## config.mk

```make
export PLATFORM = sky130hd
export DESIGN_NAME = rvv_backend_top
export DESIGN_NICKNAME = d
export VERILOG_FILES = /design/src/common/rvv_disp_pkg.sv /design/src/common/rvv_if.sv /design/src/logic/rvv_backend_top.sv /design/src/logic/rvv_vrf_wr_arb.sv /design/src/logic/rvv_vrf.sv /design/src/dispatch/rvv_dispatch.sv /design/src/dispatch/rvv_dispatch_bypass.sv /design/src/dispatch/rvv_dispatch_raw.sv /design/src/rob/rvv_rob.sv
export SDC_FILE = /design/constraint.sdc
export NUM_CORES = 2
export LEC_CHECK = 0
export BUFFER_PORTS_ARGS = -buffer_cell sky130_fd_sc_hd__clkbuf_2
export CAP_MARGIN = 20
export CELL_PAD_IN_SITES_DETAIL_PLACEMENT = 1
export CELL_PAD_IN_SITES_GLOBAL_PLACEMENT = 1
export CORE_ASPECT_RATIO = 1.4
export CORE_MARGIN = 1.5
export CORE_UTILIZATION = 45
export DETAILED_ROUTE_END_ITERATION = 8
export GPL_TIMING_DRIVEN = 0
export PLACE_DENSITY = 0.76
export SLEW_MARGIN = 25
export SYNTH_ARGS = -nofsm -noshare
export SYNTH_HDL_FRONTEND = slang
export SYNTH_SLANG_ARGS = --single-unit
```

## constraint.sdc

```tcl
create_clock -name clk -period 10.5 [get_ports clk]
set_input_delay 2.1 -clock clk [delete_from_list [all_inputs] [get_ports clk]]
set_output_delay 2.1 -clock clk [all_outputs]
set_load 0.005 [all_outputs]
```

## src/common/rvv_disp_pkg.sv

```systemverilog
/*
 * vector backend shared definitions
 * widths, ROB depth and byte classification codes
 */
package rvv_disp_pkg;

    localparam int VLENB     = 4;          // bytes per vector register
    localparam int VLEN      = VLENB * 8;
    localparam int ROB_DEPTH = 8;          // bypass select assumes 8
    localparam int NUM_VREG  = 32;

    // one vector register value
    typedef logic [VLEN-1:0] vreg_t;

    // architectural register number
    typedef logic [$clog2(NUM_VREG)-1:0] vreg_idx_t;

    // ROB slot number and per-entry flags
    typedef logic [$clog2(ROB_DEPTH)-1:0] rob_idx_t;
    typedef logic [ROB_DEPTH-1:0]         rob_vec_t;

    // per-byte enable coming with an allocation
    typedef logic [VLENB-1:0] byte_mask_t;

    // vector length in bytes, 0..VLENB
    typedef logic [$clog2(VLENB):0] vl_t;

    // classification of one destination byte
    typedef logic [1:0] byte_type_t;

    localparam byte_type_t BODY_ACTIVE   = 2'd0;
    localparam byte_type_t BODY_INACTIVE = 2'd1;  // masked off
    localparam byte_type_t TAIL          = 2'd2;  // at or beyond vl

endpackage
```

## src/common/rvv_if.sv

```systemverilog
/*
 * backend interfaces: ROB bypass view, VRF read ports, VRF write request
 */

// age-ordered ROB entries, index 0 is the oldest
interface rob_byp_if;
    import rvv_disp_pkg::*;

    rob_vec_t                    byp_valid;
    rob_vec_t                    byp_done;
    vreg_idx_t                   byp_vd [ROB_DEPTH];
    vreg_t                       byp_data [ROB_DEPTH];
    byte_type_t [VLENB-1:0]      byp_type [ROB_DEPTH];
    rob_vec_t                    byp_inactive_one;   // vma
    rob_vec_t                    byp_tail_one;       // vta

    modport rob  (output byp_valid, byp_done, byp_vd, byp_data, byp_type,
                  byp_inactive_one, byp_tail_one);
    modport disp (input  byp_valid, byp_done, byp_vd, byp_data, byp_type,
                  byp_inactive_one, byp_tail_one);
endinterface

// four combinational read ports, v0 always reads register 0
interface vrf_rd_if;
    import rvv_disp_pkg::*;

    vreg_idx_t vs1_idx, vs2_idx, vd_idx, v0_idx;
    vreg_t     vs1_data, vs2_data, vd_data, v0_data;

    modport disp (output vs1_idx, vs2_idx, vd_idx, v0_idx,
                  input  vs1_data, vs2_data, vd_data, v0_data);
    modport vrf  (input  vs1_idx, vs2_idx, vd_idx, v0_idx,
                  output vs1_data, vs2_data, vd_data, v0_data);
endinterface

// write request held until gnt is seen at an edge
interface vrf_wr_if;
    import rvv_disp_pkg::*;

    logic      req;
    vreg_idx_t addr;
    vreg_t     data;
    logic      gnt;

    modport src (output req, addr, data, input gnt);
    modport arb (input req, addr, data, output gnt);
endinterface

```

## src/logic/rvv_backend_top.sv

```systemverilog
/*
 * vector backend slice: ROB, dispatch with bypass, VRF and its write arbiter
 */
module rvv_backend_top (
    input  logic                     clk,
    input  logic                     rst,
    input  logic                     alloc_valid,
    input  rvv_disp_pkg::vreg_idx_t  alloc_vd,
    input  rvv_disp_pkg::vl_t        alloc_vl,
    input  rvv_disp_pkg::byte_mask_t alloc_mask,
    input  logic                     alloc_vta,
    input  logic                     alloc_vma,
    output logic                     alloc_ready,
    output rvv_disp_pkg::rob_idx_t   alloc_idx,
    input  logic                     wb_valid,
    input  rvv_disp_pkg::rob_idx_t   wb_idx,
    input  rvv_disp_pkg::vreg_t      wb_data,
    input  logic                     host_wr_req,
    input  rvv_disp_pkg::vreg_idx_t  host_wr_addr,
    input  rvv_disp_pkg::vreg_t      host_wr_data,
    output logic                     host_wr_gnt,
    input  logic                     opn_req,
    input  rvv_disp_pkg::vreg_idx_t  vs1_idx,
    input  rvv_disp_pkg::vreg_idx_t  vs2_idx,
    input  rvv_disp_pkg::vreg_idx_t  vd_idx,
    output logic                     opn_stall,
    output logic                     opn_valid,
    output rvv_disp_pkg::vreg_t      opn_vs1,
    output rvv_disp_pkg::vreg_t      opn_vs2,
    output rvv_disp_pkg::vreg_t      opn_vd,
    output rvv_disp_pkg::vreg_t      opn_v0
);
    import rvv_disp_pkg::*;

    logic      vrf_we;
    vreg_idx_t vrf_waddr;
    vreg_t     vrf_wdata;

    rob_byp_if byp_if ();
    vrf_rd_if  rd_if ();
    vrf_wr_if  ret_if ();
    vrf_wr_if  host_if ();

    // host preload pins into the second write source
    assign host_if.req  = host_wr_req;
    assign host_if.addr = host_wr_addr;
    assign host_if.data = host_wr_data;
    assign host_wr_gnt  = host_if.gnt;

    rvv_rob u_rob (
        .clk         (clk),
        .rst         (rst),
        .alloc_valid (alloc_valid),
        .alloc_vd    (alloc_vd),
        .alloc_vl    (alloc_vl),
        .alloc_mask  (alloc_mask),
        .alloc_vta   (alloc_vta),
        .alloc_vma   (alloc_vma),
        .alloc_ready (alloc_ready),
        .alloc_idx   (alloc_idx),
        .wb_valid    (wb_valid),
        .wb_idx      (wb_idx),
        .wb_data     (wb_data),
        .byp         (byp_if.rob),
        .ret         (ret_if.src)
    );

    rvv_dispatch u_disp (
        .clk       (clk),
        .rst       (rst),
        .opn_req   (opn_req),
        .vs1_idx   (vs1_idx),
        .vs2_idx   (vs2_idx),
        .vd_idx    (vd_idx),
        .opn_stall (opn_stall),
        .opn_valid (opn_valid),
        .opn_vs1   (opn_vs1),
        .opn_vs2   (opn_vs2),
        .opn_vd    (opn_vd),
        .opn_v0    (opn_v0),
        .byp       (byp_if.disp),
        .rd        (rd_if.disp)
    );

    rvv_vrf_wr_arb u_arb (
        .ret   (ret_if.arb),
        .host  (host_if.arb),
        .we    (vrf_we),
        .waddr (vrf_waddr),
        .wdata (vrf_wdata)
    );

    rvv_vrf u_vrf (
        .clk   (clk),
        .rst   (rst),
        .rd    (rd_if.vrf),
        .we    (vrf_we),
        .waddr (vrf_waddr),
        .wdata (vrf_wdata)
    );

endmodule

```

## src/logic/rvv_vrf_wr_arb.sv

```systemverilog
/*
 * VRF write port arbiter, ROB retire has fixed priority over host preload
 */
module rvv_vrf_wr_arb (
    vrf_wr_if.arb                   ret,
    vrf_wr_if.arb                   host,
    output logic                    we,
    output rvv_disp_pkg::vreg_idx_t waddr,
    output rvv_disp_pkg::vreg_t     wdata
);

    assign ret.gnt  = ret.req;
    assign host.gnt = host.req && !ret.req;    // held off while retiring

    assign we    = ret.req || host.req;
    assign waddr = ret.req ? ret.addr : host.addr;
    assign wdata = ret.req ? ret.data : host.data;

endmodule

```

## src/logic/rvv_vrf.sv

```systemverilog
/*
 * vector register file, four combinational reads and one write port
 */
module rvv_vrf (
    input  logic                    clk,
    input  logic                    rst,
    vrf_rd_if.vrf                   rd,
    input  logic                    we,
    input  rvv_disp_pkg::vreg_idx_t waddr,
    input  rvv_disp_pkg::vreg_t     wdata
);
    import rvv_disp_pkg::*;

    vreg_t regs [NUM_VREG];

    always_ff @(posedge clk) begin
        if (rst) begin
            for (int r = 0; r < NUM_VREG; r++) begin
                regs[r] <= '0;
            end
        end else if (we) begin
            regs[waddr] <= wdata;
        end
    end

    // no write-through, the ROB still holds the value in the write cycle
    assign rd.vs1_data = regs[rd.vs1_idx];
    assign rd.vs2_data = regs[rd.vs2_idx];
    assign rd.vd_data  = regs[rd.vd_idx];
    assign rd.v0_data  = regs[rd.v0_idx];

endmodule

```

## src/dispatch/rvv_dispatch.sv

```systemverilog
/*
 * dispatch stage: VRF reads, RAW check, bypass and registered operands
 */
module rvv_dispatch (
    input  logic                    clk,
    input  logic                    rst,
    input  logic                    opn_req,
    input  rvv_disp_pkg::vreg_idx_t vs1_idx,
    input  rvv_disp_pkg::vreg_idx_t vs2_idx,
    input  rvv_disp_pkg::vreg_idx_t vd_idx,
    output logic                    opn_stall,
    output logic                    opn_valid,
    output rvv_disp_pkg::vreg_t     opn_vs1,
    output rvv_disp_pkg::vreg_t     opn_vs2,
    output rvv_disp_pkg::vreg_t     opn_vd,
    output rvv_disp_pkg::vreg_t     opn_v0,
    rob_byp_if.disp                 byp,
    vrf_rd_if.disp                  rd
);
    import rvv_disp_pkg::*;

    rob_vec_t vs1_hit, vs2_hit, vd_hit, v0_hit;
    vreg_t    sel_vs1, sel_vs2, sel_vd, sel_v0;
    logic     take;

    assign rd.vs1_idx = vs1_idx;
    assign rd.vs2_idx = vs2_idx;
    assign rd.vd_idx  = vd_idx;
    assign rd.v0_idx  = '0;         // mask register

    rvv_dispatch_raw u_raw (
        .byp     (byp),
        .vs1_idx (vs1_idx),
        .vs2_idx (vs2_idx),
        .vd_idx  (vd_idx),
        .vs1_hit (vs1_hit),
        .vs2_hit (vs2_hit),
        .vd_hit  (vd_hit),
        .v0_hit  (v0_hit),
        .stall   (opn_stall)
    );

    rvv_dispatch_bypass u_bypass (
        .byp     (byp),
        .vs1_hit (vs1_hit),
        .vs2_hit (vs2_hit),
        .vd_hit  (vd_hit),
        .v0_hit  (v0_hit),
        .vrf_vs1 (rd.vs1_data),
        .vrf_vs2 (rd.vs2_data),
        .vrf_vd  (rd.vd_data),
        .vrf_v0  (rd.v0_data),
        .opn_vs1 (sel_vs1),
        .opn_vs2 (sel_vs2),
        .opn_vd  (sel_vd),
        .opn_v0  (sel_v0)
    );

    assign take = opn_req && !opn_stall;

    always_ff @(posedge clk) begin
        if (rst)
            opn_valid <= 1'b0;
        else
            opn_valid <= take;  // one-cycle pulse
    end

    always_ff @(posedge clk) begin
        if (take) begin
            opn_vs1 <= sel_vs1;
            opn_vs2 <= sel_vs2;
            opn_vd  <= sel_vd;
            opn_v0  <= sel_v0;
        end
    end

endmodule

```

## src/dispatch/rvv_dispatch_bypass.sv

```systemverilog
/*
 * per-byte operand select from the ROB entries or the VRF
 * agnostic tail and inactive bytes read as all ones
 */
module rvv_dispatch_bypass (
    rob_byp_if.disp                byp,
    input  rvv_disp_pkg::rob_vec_t vs1_hit,
    input  rvv_disp_pkg::rob_vec_t vs2_hit,
    input  rvv_disp_pkg::rob_vec_t vd_hit,
    input  rvv_disp_pkg::rob_vec_t v0_hit,
    input  rvv_disp_pkg::vreg_t    vrf_vs1,
    input  rvv_disp_pkg::vreg_t    vrf_vs2,
    input  rvv_disp_pkg::vreg_t    vrf_vd,
    input  rvv_disp_pkg::vreg_t    vrf_v0,
    output rvv_disp_pkg::vreg_t    opn_vs1,
    output rvv_disp_pkg::vreg_t    opn_vs2,
    output rvv_disp_pkg::vreg_t    opn_vd,
    output rvv_disp_pkg::vreg_t    opn_v0
);
    import rvv_disp_pkg::*;

    // operand order: vs1, vs2, vd, v0
    rob_vec_t         hit [4];
    vreg_t            vrf_val [4];
    vreg_t            opn [4];
    logic [VLENB-1:0] agn [ROB_DEPTH];
    logic [VLENB-1:0] supply [ROB_DEPTH];

    assign hit[0] = vs1_hit;
    assign hit[1] = vs2_hit;
    assign hit[2] = vd_hit;
    assign hit[3] = v0_hit;

    assign vrf_val[0] = vrf_vs1;
    assign vrf_val[1] = vrf_vs2;
    assign vrf_val[2] = vrf_vd;
    assign vrf_val[3] = vrf_v0;

    // which entries write a given byte, and which of those fill with ones
    always_comb begin
        for (int i = 0; i < ROB_DEPTH; i++) begin
            for (int j = 0; j < VLENB; j++) begin
                agn[i][j] = (byp.byp_type[i][j] == BODY_INACTIVE && byp.byp_inactive_one[i]) ||
                            (byp.byp_type[i][j] == TAIL && byp.byp_tail_one[i]);
                supply[i][j] = (byp.byp_type[i][j] == BODY_ACTIVE) || agn[i][j];
            end
        end
    end

    for (genvar k = 0; k < 4; k++) begin : g_opn
        for (genvar j = 0; j < VLENB; j++) begin : g_byte
            rob_vec_t   sel;
            logic [7:0] pick;

            always_comb begin
                for (int i = 0; i < ROB_DEPTH; i++) begin
                    sel[i] = hit[k][i] && supply[i][j];
                end
            end

            // youngest supplier first
            always_comb begin
                case (1'b1)
                    sel[7]:  pick = agn[7][j] ? 8'hFF : byp.byp_data[7][8*j+:8];
                    sel[6]:  pick = agn[6][j] ? 8'hFF : byp.byp_data[6][8*j+:8];
                    sel[5]:  pick = agn[5][j] ? 8'hFF : byp.byp_data[5][8*j+:8];
                    sel[4]:  pick = agn[4][j] ? 8'hFF : byp.byp_data[4][8*j+:8];
                    sel[3]:  pick = agn[3][j] ? 8'hFF : byp.byp_data[3][8*j+:8];
                    sel[2]:  pick = agn[2][j] ? 8'hFF : byp.byp_data[2][8*j+:8];
                    sel[1]:  pick = agn[1][j] ? 8'hFF : byp.byp_data[1][8*j+:8];
                    sel[0]:  pick = agn[0][j] ? 8'hFF : byp.byp_data[0][8*j+:8];
                    default: pick = vrf_val[k][8*j+:8];     // no producer in flight
                endcase
            end

            assign opn[k][8*j+:8] = pick;
        end
    end

    assign opn_vs1 = opn[0];
    assign opn_vs2 = opn[1];
    assign opn_vd  = opn[2];
    assign opn_v0  = opn[3];

endmodule

```

## src/dispatch/rvv_dispatch_raw.sv

```systemverilog
/*
 * RAW hazard check of dispatch operands against the ROB entries
 */
module rvv_dispatch_raw (
    rob_byp_if.disp                 byp,
    input  rvv_disp_pkg::vreg_idx_t vs1_idx,
    input  rvv_disp_pkg::vreg_idx_t vs2_idx,
    input  rvv_disp_pkg::vreg_idx_t vd_idx,
    output rvv_disp_pkg::rob_vec_t  vs1_hit,
    output rvv_disp_pkg::rob_vec_t  vs2_hit,
    output rvv_disp_pkg::rob_vec_t  vd_hit,
    output rvv_disp_pkg::rob_vec_t  v0_hit,
    output logic                    stall
);
    import rvv_disp_pkg::*;

    // true when the youngest hitting entry has no result yet
    function automatic logic youngest_pending(input rob_vec_t hit, input rob_vec_t done);
        logic pend;
        pend = 1'b0;
        for (int i = 0; i < ROB_DEPTH; i++) begin
            if (hit[i])
                pend = !done[i];    // later index is younger
        end
        return pend;
    endfunction

    for (genvar i = 0; i < ROB_DEPTH; i++) begin : g_cmp
        assign vs1_hit[i] = byp.byp_valid[i] && (byp.byp_vd[i] == vs1_idx);
        assign vs2_hit[i] = byp.byp_valid[i] && (byp.byp_vd[i] == vs2_idx);
        assign vd_hit[i]  = byp.byp_valid[i] && (byp.byp_vd[i] == vd_idx);
        assign v0_hit[i]  = byp.byp_valid[i] && (byp.byp_vd[i] == '0);
    end

    assign stall = youngest_pending(vs1_hit, byp.byp_done) ||
                   youngest_pending(vs2_hit, byp.byp_done) ||
                   youngest_pending(vd_hit, byp.byp_done)  ||
                   youngest_pending(v0_hit, byp.byp_done);

endmodule

```

## src/rob/rvv_rob.sv

```systemverilog
/*
 * vector reorder buffer: allocation, writeback, in-order retire to the VRF
 * and an age-ordered bypass view for dispatch
 */
module rvv_rob (
    input  logic                     clk,
    input  logic                     rst,
    input  logic                     alloc_valid,
    input  rvv_disp_pkg::vreg_idx_t  alloc_vd,
    input  rvv_disp_pkg::vl_t        alloc_vl,
    input  rvv_disp_pkg::byte_mask_t alloc_mask,
    input  logic                     alloc_vta,
    input  logic                     alloc_vma,
    output logic                     alloc_ready,
    output rvv_disp_pkg::rob_idx_t   alloc_idx,
    input  logic                     wb_valid,
    input  rvv_disp_pkg::rob_idx_t   wb_idx,
    input  rvv_disp_pkg::vreg_t      wb_data,
    rob_byp_if.rob                   byp,
    vrf_wr_if.src                    ret
);
    import rvv_disp_pkg::*;

    rob_vec_t               ent_valid;
    rob_vec_t               ent_done;
    rob_vec_t               ent_ina_one;
    rob_vec_t               ent_tail_one;
    vreg_idx_t              ent_vd [ROB_DEPTH];
    vreg_t                  ent_data [ROB_DEPTH];
    byte_type_t [VLENB-1:0] ent_type [ROB_DEPTH];

    rob_idx_t                   head;
    rob_idx_t                   tail;
    logic [$clog2(ROB_DEPTH):0] count;
    byte_type_t [VLENB-1:0]     new_type;
    logic                       do_alloc;
    logic                       do_retire;

    assign alloc_ready = (count != ROB_DEPTH);
    assign alloc_idx   = tail;
    assign do_alloc    = alloc_valid && alloc_ready;

    // classify each destination byte at allocation
    always_comb begin
        for (int j = 0; j < VLENB; j++) begin
            if (j >= alloc_vl)
                new_type[j] = TAIL;
            else if (alloc_mask[j])
                new_type[j] = BODY_ACTIVE;
            else
                new_type[j] = BODY_INACTIVE;
        end
    end

    // head retires as soon as it is done
    assign ret.req   = ent_valid[head] && ent_done[head];
    assign ret.addr  = ent_vd[head];
    assign ret.data  = ent_data[head];
    assign do_retire = ret.req && ret.gnt;

    always_ff @(posedge clk) begin
        if (rst) begin
            head      <= '0;
            tail      <= '0;
            count     <= '0;
            ent_valid <= '0;
            ent_done  <= '0;
        end else begin
            if (do_alloc) begin
                ent_valid[tail] <= 1'b1;
                ent_done[tail]  <= 1'b0;
                tail            <= tail + rob_idx_t'(1);
            end
            if (wb_valid)
                ent_done[wb_idx] <= 1'b1;
            if (do_retire) begin
                ent_valid[head] <= 1'b0;
                head            <= head + rob_idx_t'(1);
            end
            case ({do_alloc, do_retire})
                2'b10:   count <= count + 1'b1;
                2'b01:   count <= count - 1'b1;
                default: count <= count;
            endcase
        end
    end

    always_ff @(posedge clk) begin
        if (do_alloc) begin
            ent_vd[tail]       <= alloc_vd;
            ent_type[tail]     <= new_type;
            ent_ina_one[tail]  <= alloc_vma;
            ent_tail_one[tail] <= alloc_vta;
        end
        if (wb_valid)
            ent_data[wb_idx] <= wb_data;
    end

    // rotate from head so index 0 is the oldest entry
    for (genvar i = 0; i < ROB_DEPTH; i++) begin : g_age
        localparam rob_idx_t OFS = rob_idx_t'(i);
        rob_idx_t slot;

        assign slot                    = head + OFS;
        assign byp.byp_valid[i]        = ent_valid[slot];
        assign byp.byp_done[i]         = ent_done[slot];
        assign byp.byp_vd[i]           = ent_vd[slot];
        assign byp.byp_data[i]         = ent_data[slot];
        assign byp.byp_type[i]         = ent_type[slot];
        assign byp.byp_inactive_one[i] = ent_ina_one[slot];
        assign byp.byp_tail_one[i]     = ent_tail_one[slot];
    end

endmodule

```

# Word-level counts from Yosys, hierarchy flattened
# Memories as Yosys holds them, arrays and structs flattened. A register that Yosys moved wholly into a read port is not among the register bits.
# Index checks and enable logic that the tools add are counted.
[classes]
addsub = 10
n_mul = 0
n_div = 0
order_cmp = 17
n_eq_ne = 91
shift = 0
n_mux = 299
n_bitwise = 6
n_reduce_logical = 351
[op_table]
columns = ["op", "n"]
rows = [
  ["$mux W8", 166],
  ["$logic_and A1 B1 Y1", 231],
  ["$eq A5 B5 Y1", 24],
  ["$bmux W1 S3", 32],
  ["$mux W1", 81],
  ["$logic_or A1 B1 Y1", 68],
  ["$eq A2 B1 Y1 const B", 33],
  ["$eq A2 B2 Y1 const B", 33],
  ["$logic_not A2 Y1", 32],
  ["$mux W32", 2],
  ["$logic_not A5 Y1", 8],
  ["$lt A3 B4 Y1 const B", 10],
  ["$reduce_or A32 Y1", 1],
  ["$mux W3", 6],
  ["$and A8 B8 Y8", 2],
  ["$bwmux W8", 2],
  ["$not A8 Y8", 2],
  ["$or A8 B8 Y8", 2],
  ["$add A3 B3 Y3 const B", 4],
  ["$logic_not A1 Y1", 10],
  ["$mux W5", 2],
  ["$demux W1 S3", 3],
  ["$ge A3 B1 Y1 const B", 3],
  ["$mux W2", 4],
  ["other kinds (9)", 13],
]
[word_totals]
register_bits = 171
latch_bits = 0
ram_bits = 1384
mem_bits_ro = 0
out_inout_bits = 135
word_cells = 790
mem_count = 4
[memory_table]
columns = ["name", "words", "width", "rd", "rd_clocked_by_memory_dff", "write_ports", "line_no", "text"]
rows = [
  ["u_vrf.regs", 32, 32, 4, 0, 32, "rvv_vrf.sv:14", "vreg_t regs [NUM_VREG];"],
  ["u_rob.ent_data", 8, 32, 8, 1, 1, "rvv_rob.sv:29", "vreg_t ent_data [ROB_DEPTH];"],
  ["u_rob.ent_type", 8, 8, 8, 1, 1, "rvv_rob.sv:30", "byte_type_t [VLENB-1:0] ent_type [ROB_DEPTH];"],
  ["u_rob.ent_vd", 8, 5, 8, 1, 1, "rvv_rob.sv:28", "vreg_idx_t ent_vd [ROB_DEPTH];"],
]

# Logic depth before layout (Yosys ltp)
[logic_depth]
depth_word = 16
depth_mapped = 29

# Hierarchy
# A second synthesis with hierarchy kept.
[hier_totals]
cells_unflattened = 12190
hier_area_um2 = 126299.9
[by_module_without_submodules]
columns = ["mod", "instances", "cells_per_inst", "area_per_inst_um2", "seq_area_each_um2"]
rows = [
  ["rvv_vrf", 1, 6956, 74063.5, 30749.5],
  ["rvv_rob", 1, 2130, 29031.6, 11871.4],
  ["rvv_dispatch_bypass", 1, 2652, 16723.5, 0.0],
  ["rvv_dispatch", 1, 152, 4036.4, 3863.7],
  ["rvv_dispatch_raw", 1, 256, 1940.6, 0.0],
  ["rvv_vrf_wr_arb", 1, 44, 504.2, 0.0],
]

# Worst setup path before layout
# No wires, ideal clock.
[synth_timing]
path_type = "reg2reg"
start = "register u_rob.head[1]"
end = "register u_disp.opn_v0[0], enable pin"
setup_time_ps = 617
arrival_ps = 10872
path_slack_ps = -989
path_stages_with_launch = 26
path_buffers = 14
path_cell_list = "dfxtp_1 > buf_2 > buf_6 > buf_6 > buf_6 > buf_6 > buf_6 > buf_4 > buf_4 > buf_2 > buf_2 > buf_1 > inv_1 > ha_1 > buf_4 > buf_4 > buf_4 > mux4_2 > or2_1 > a2111o_1 > a21o_1 > a31o_1 > a211o_1 > a21oi_1 > o211ai_1 > nor2_1"
[synth_between]
elab_chain_len = 16
elab_cells_between_ends = 145
classes_between = "add/sub: 7; eq/ne: 21; mux: 64; reduce/logical: 52; memory: 1"
[synth_lines]
columns = ["element", "line_no", "text"]
rows = [
  ["start: declaration", "rvv_rob.sv:32", "rob_idx_t head;"],
  ["start signal: assignment", "rvv_rob.sv:78", "head <= head + rob_idx_t'(1);"],
  ["$add A3 B1 Y3 (*)", "rvv_rob.sv:104", "assign slot = head + OFS;"],
  ["via u_rob.g_age[1].slot[1]", "rvv_rob.sv:102", "rob_idx_t slot;"],
  ["$mem_v2 Z8 W5 (tied with other cells)", "--", ""],
  ["$eq A5 B5 Y1 (tied with other cells)", "rvv_dispatch_raw.sv:29", "assign vs1_hit[i] = byp.byp_valid[i] && (byp.byp_vd[i] == vs1_idx);"],
  ["$logic_and A1 B1 Y1 (tied with other cells)", "rvv_dispatch_raw.sv:29", ""],
  ["$mux W1 (7 in series)", "rvv_dispatch_raw.sv:22", "if (hit[i])"],
  ["$logic_or A1 B1 Y1", "rvv_dispatch_raw.sv:35", "assign stall = youngest_pending(vs1_hit, byp.byp_done) ||"],
  ["$logic_or A1 B1 Y1", "rvv_dispatch_raw.sv:36", "youngest_pending(vs2_hit, byp.byp_done) ||"],
  ["$logic_or A1 B1 Y1 (*)", "rvv_dispatch_raw.sv:37", "youngest_pending(vd_hit, byp.byp_done) ||"],
  ["$logic_not A1 Y1 (*)", "rvv_dispatch.sv:59", "assign take = opn_req && !opn_stall;"],
  ["$logic_and A1 B1 Y1 (*)", "rvv_dispatch.sv:59", ""],
  ["via u_disp.take", "rvv_dispatch.sv:24", "logic take;"],
  ["end signal: assignment", "rvv_dispatch.sv:73", "opn_v0 <= sel_v0;"],
  ["end: declaration", "rvv_dispatch.sv:16", "output rvv_disp_pkg::vreg_t opn_v0,"],
]
# Mark *: on every way through the listed nets, which the timed path passes. The rest lies on a longest branch. The select of a mux whose other input is x is not followed.
# A chain may end at the register's enable or synchronous reset.

# Worst setup path after layout
[layout_timing]
start = "register u_rob.head[1]"
end = "output port opn_stall"
[layout_between]
elab_chain_len = 14
elab_cells_between_ends = 143
classes_between = "add/sub: 7; eq/ne: 21; mux: 64; reduce/logical: 50; memory: 1"
[layout_lines]
columns = ["element", "line_no", "text"]
rows = [
  ["$add A3 B1 Y3 (tied with other cells)", "rvv_rob.sv:104", ""],
  ["$mem_v2 Z8 W5 (tied with other cells)", "--", ""],
  ["$eq A5 B5 Y1 (tied with other cells)", "rvv_dispatch_raw.sv:29", ""],
  ["$logic_and A1 B1 Y1 (tied with other cells)", "rvv_dispatch_raw.sv:29", ""],
  ["$mux W1 (7 in series)", "rvv_dispatch_raw.sv:22", ""],
  ["$logic_or A1 B1 Y1", "rvv_dispatch_raw.sv:35", ""],
  ["$logic_or A1 B1 Y1", "rvv_dispatch_raw.sv:36", ""],
  ["$logic_or A1 B1 Y1 (*)", "rvv_dispatch_raw.sv:37", ""],
  ["end: declaration", "rvv_backend_top.sv:26", "output logic opn_stall,"],
]
# Mark *: on every way between the ends. The rest lies on a longest branch, timed or not. The select of a mux whose other input is x is not followed.

==> out/metrics.csv <==
stage;metric;value;unit
place;port buffer count;234;
setup_path;crit end category;primary output;
global_routing;largest net degree at the start of global routing;31;
timing;worst slew pin tran;1.308;ns
cts;H-Tree Level Count;4;
die;Starting Density;45.26;%
timing;endpoints failing setup;1;
synthesis;sequential fraction of the synthesis area;43.12;%
place;routability cong.;1.123;
synthesis;simple-gate share of the synthesized area;11.59;%
cts;worst skew pair latency;0.96;ns
cts;Clock Sinks;1558;
finish;nets@finish;9011;
cts;CTS tree;built;
status;failing checks;negative setup slack;
timing;FMAX;93.78;MHz
synthesis;Area contributors post-synth;edfxtp_1 (43%), mux4_2 (30%), nor2_1 (4.7%);
die;Die H;582.1;µm
cts;Clock Pin Slew Worst Setup and Hold Paths;0.06;ns
cts;Clock Path Buffers;4;
global_routing;first-pass GRT wire length;904.9;mm
die;Core Rows;212;
global_routing;gr usage total;56.69;%
setup_path;critical path type;register to primary output;
place;dpl hpwl;527.1;mm
synthesis;post-synth top area cell;edfxtp_1;
timing;final worst setup slack;-0.1630;ns
global_routing;antenna violations before repair;93;
synthesis;Post-synth top cells;edfxtp_1 (1,528), mux4_2 (1,423), nor2_1 (1,342), nand2_1 (706), clkbuf_1 (432);
status;status;complete, but fails checks;
timing;Tmin final;10.66;ns
drt;ANT nets after route;0;
setup_path;required time worst endpoint;8.40;ns
min_path;worst hold path class;register to register;
synthesis;Main synth FF type;edfxtp_1;
finish;Util after Layout;52.26;%
synthesis;most frequent cell after synthesis;edfxtp_1;
setup_path;Worst setup SP type;register;
synthesis;Post-synth EDFFs;1528;
global_routing;remaining global-route overflow;0;
flow_run;max-cap violations;0;
synthesis;yosys warns;0;
drt;DRT iter0 DRCs;19450;
synthesis;largest family of logic cells by synthesized area;multiplexers;
synthesis;Syn Std Cell Area;107800;µm²
synthesis;asr flop ratio synth;0;%
pwr;worst ir drop on vdd;0.0001740;V
timing;total negative slack;-0.1630;ns
die;die area;242500;µm²
finish;fraction of layout cells with a size suffix above 1;32.57;%
synthesis;syn nets;8377;
finish;post-synthesis to final-layout area growth;15.47;%
timing;max-slew violations;0;
synthesis;Syn Inst Count;8259;
timing;RSZ-0062 raised after global routing;no;
synthesis;Synth Register Bits;1558;
synthesis;top cell type's share of synthesized area;42.56;%
synthesis;Compound-Gate Fraction of Synth Area;6.834;%
drt;TritonRoute pass-1 iters;9;
cts;CTS Buf Count;173;
setup_path;Critical Path AT;8.56;ns
synthesis;multiplexer share of the synthesized area;34.14;%
timing;Min Hold Slack;0.5045;ns
timing;Slew headroom;10.27;%
timing;period utilization;101.6;%
setup_path;worst-path fanout max;19;
pwr;PD cells;137.6;nW/µm²
drt;Post-Route WL;696.0;mm
drt;via/cell ratio;8.232;
drt;DRC viols;0;
setup_path;R2R Setup Slk;1.44;ns
die;Die Wd;416.7;µm
global_routing;vias in the first global route;96320;
synthesis;XOR/XNOR Fraction of Synth Area;0.8287;%
place;dpl ws;-1.276;ns
drt;WL/cell;57.12;µm
cts;clock root buffer;clkbuf_16;
drt;vias;100300;
synthesis;Synth Area in Adders;0.1346;%
timing;Final Hold Fails;0;
timing;Clock Skew;0.1288;ns
pwr;Static Leak;43.09;nW
synthesis;Yosys cell types;103;
synthesis;Avg Inst Size Synth;13.05;µm²
die;Ports;242;
die;Placeable Area;238200;µm²
worst max-delay path, cell delays in order, from the launching register on:
cell and delay, ns:
dfxtp_1 0.49, buf_2 0.22, buf_6 0.19, buf_6 0.22
buf_6 0.22, buf_6 0.24, buf_8 0.29, buf_8 0.29
buf_8 0.28, buf_8 0.31, inv_1 0.17, ha_1 0.30
xor2_2 0.47, buf_2 0.42, buf_2 0.42, buf_4 0.33
nand3_1 0.12, a221oi_1 0.84, and2_2 0.56, a21oi_1 0.11
o21ai_1 0.18, o32ai_4 0.17, or4b_4 0.59, clkbuf_2 0.15
flip-flops by register name (all words and copies together) (netlist names), named ones only:
signal              cells
u_rob.ent_data        256
u_rob.ent_valid         8
u_rob.ent_ina_one       8
u_rob.ent_type         64
u_disp.opn_vs2         32
u_rob.ent_done          8
u_rob.ent_tail_one      8
u_rob.ent_vd           40
u_disp.opn_v0          32
u_disp.opn_valid        1
u_disp.opn_vd          32
u_rob.head              3
u_vrf.regs           1024
u_disp.opn_vs1         32
u_rob.alloc_idx         3
u_rob.count             4
layout by cell type (no fill, tap or decap), types with 75 or more instances in the layout:
| master | count |
|---|---|
| a21oi_1 | 163 |
| and3_1 | 141 |
| buf_12 | 75 |
| buf_16 | 91 |
| buf_2 | 222 |
| clkbuf_1 | 287 |
| clkbuf_16 | 176 |
| clkbuf_2 | 409 |
| edfxtp_1 | 1528 |
| mux2_2 | 125 |
| mux2i_1 | 323 |
| mux4_2 | 1423 |
| nand2_1 | 706 |
| nand3_1 | 193 |
| nor2_1 | 1330 |
| nor3_1 | 88 |
| o21ai_0 | 166 |
| xnor2_1 | 75 |
routing by layer:
metal | wire [µm] | track usage [%]
met1 | 201400 | 59.16
met2 | 291100 | 80.96
met3 | 104300 | 25.35
met4 | 98620 | 61.80
met5 | 483 | 0.6580
repair_timing:
item / CTS / global route
gates resized for setup: 35 / 2
buffers inserted: 3 / 0
pin swaps: 2 / 0
endpoints found under the setup margin: 1 / 1
hold buffers: 0 / 0
kinds of logic after synthesis:
kind of cell / count (synthesis)
and+or+nand+nor: 2837
muxes: 1881
DFF: 1558
AOI/OAI and AO/OA: 1042
buffers and inverters: 828
xor gates and xnor gates: 102
adders and majority gates: 11
per-stage QoR:
step	cell area (µm²)	cells	total power, mW
global placement	112900	11600	10.31
floorplan	107800	8259	8.892
finish	124500	12190	17.13
global route	124400	12130	17.08
detailed placement	118600	11820	10.54
CTS	124300	12130	16.73
power breakdown:
part / switching, mW / total [mW] / internal [mW] / leakage, nW
Combinational: 2.19 / 3.36 / 1.17 / 24.9
Sequential: 0.229 / 7.36 / 7.13 / 15.5
Clock: 2.89 / 6.41 / 3.53 / 2.65
Total: 5.30 / 17.1 / 11.8 / 43.1
worst paths after layout:
kind / start / to / cells past startpoint
max: u_rob.head[1] / opn_stall / 23
min: u_rob.count[3] / u_rob.count[3] / 2
max reg2reg: u_rob.head[1] / u_disp.opn_vs1[9] / 25
min reg2reg: u_rob.count[3] / u_rob.count[3] / 2
cell type report:
type,instances,area [µm²]
inverter,82,311.5
buffer,742,3692
clock buffer,209,4538
antenna,60,150.1
timing repair buffer,463,5814
clock inverter,96,1022
sequential,1558,46480
fill,23540,113700
tap,3103,3882
multi-input combinational,5873,58590
Note: power is estimated with default switching activity, not from simulation.
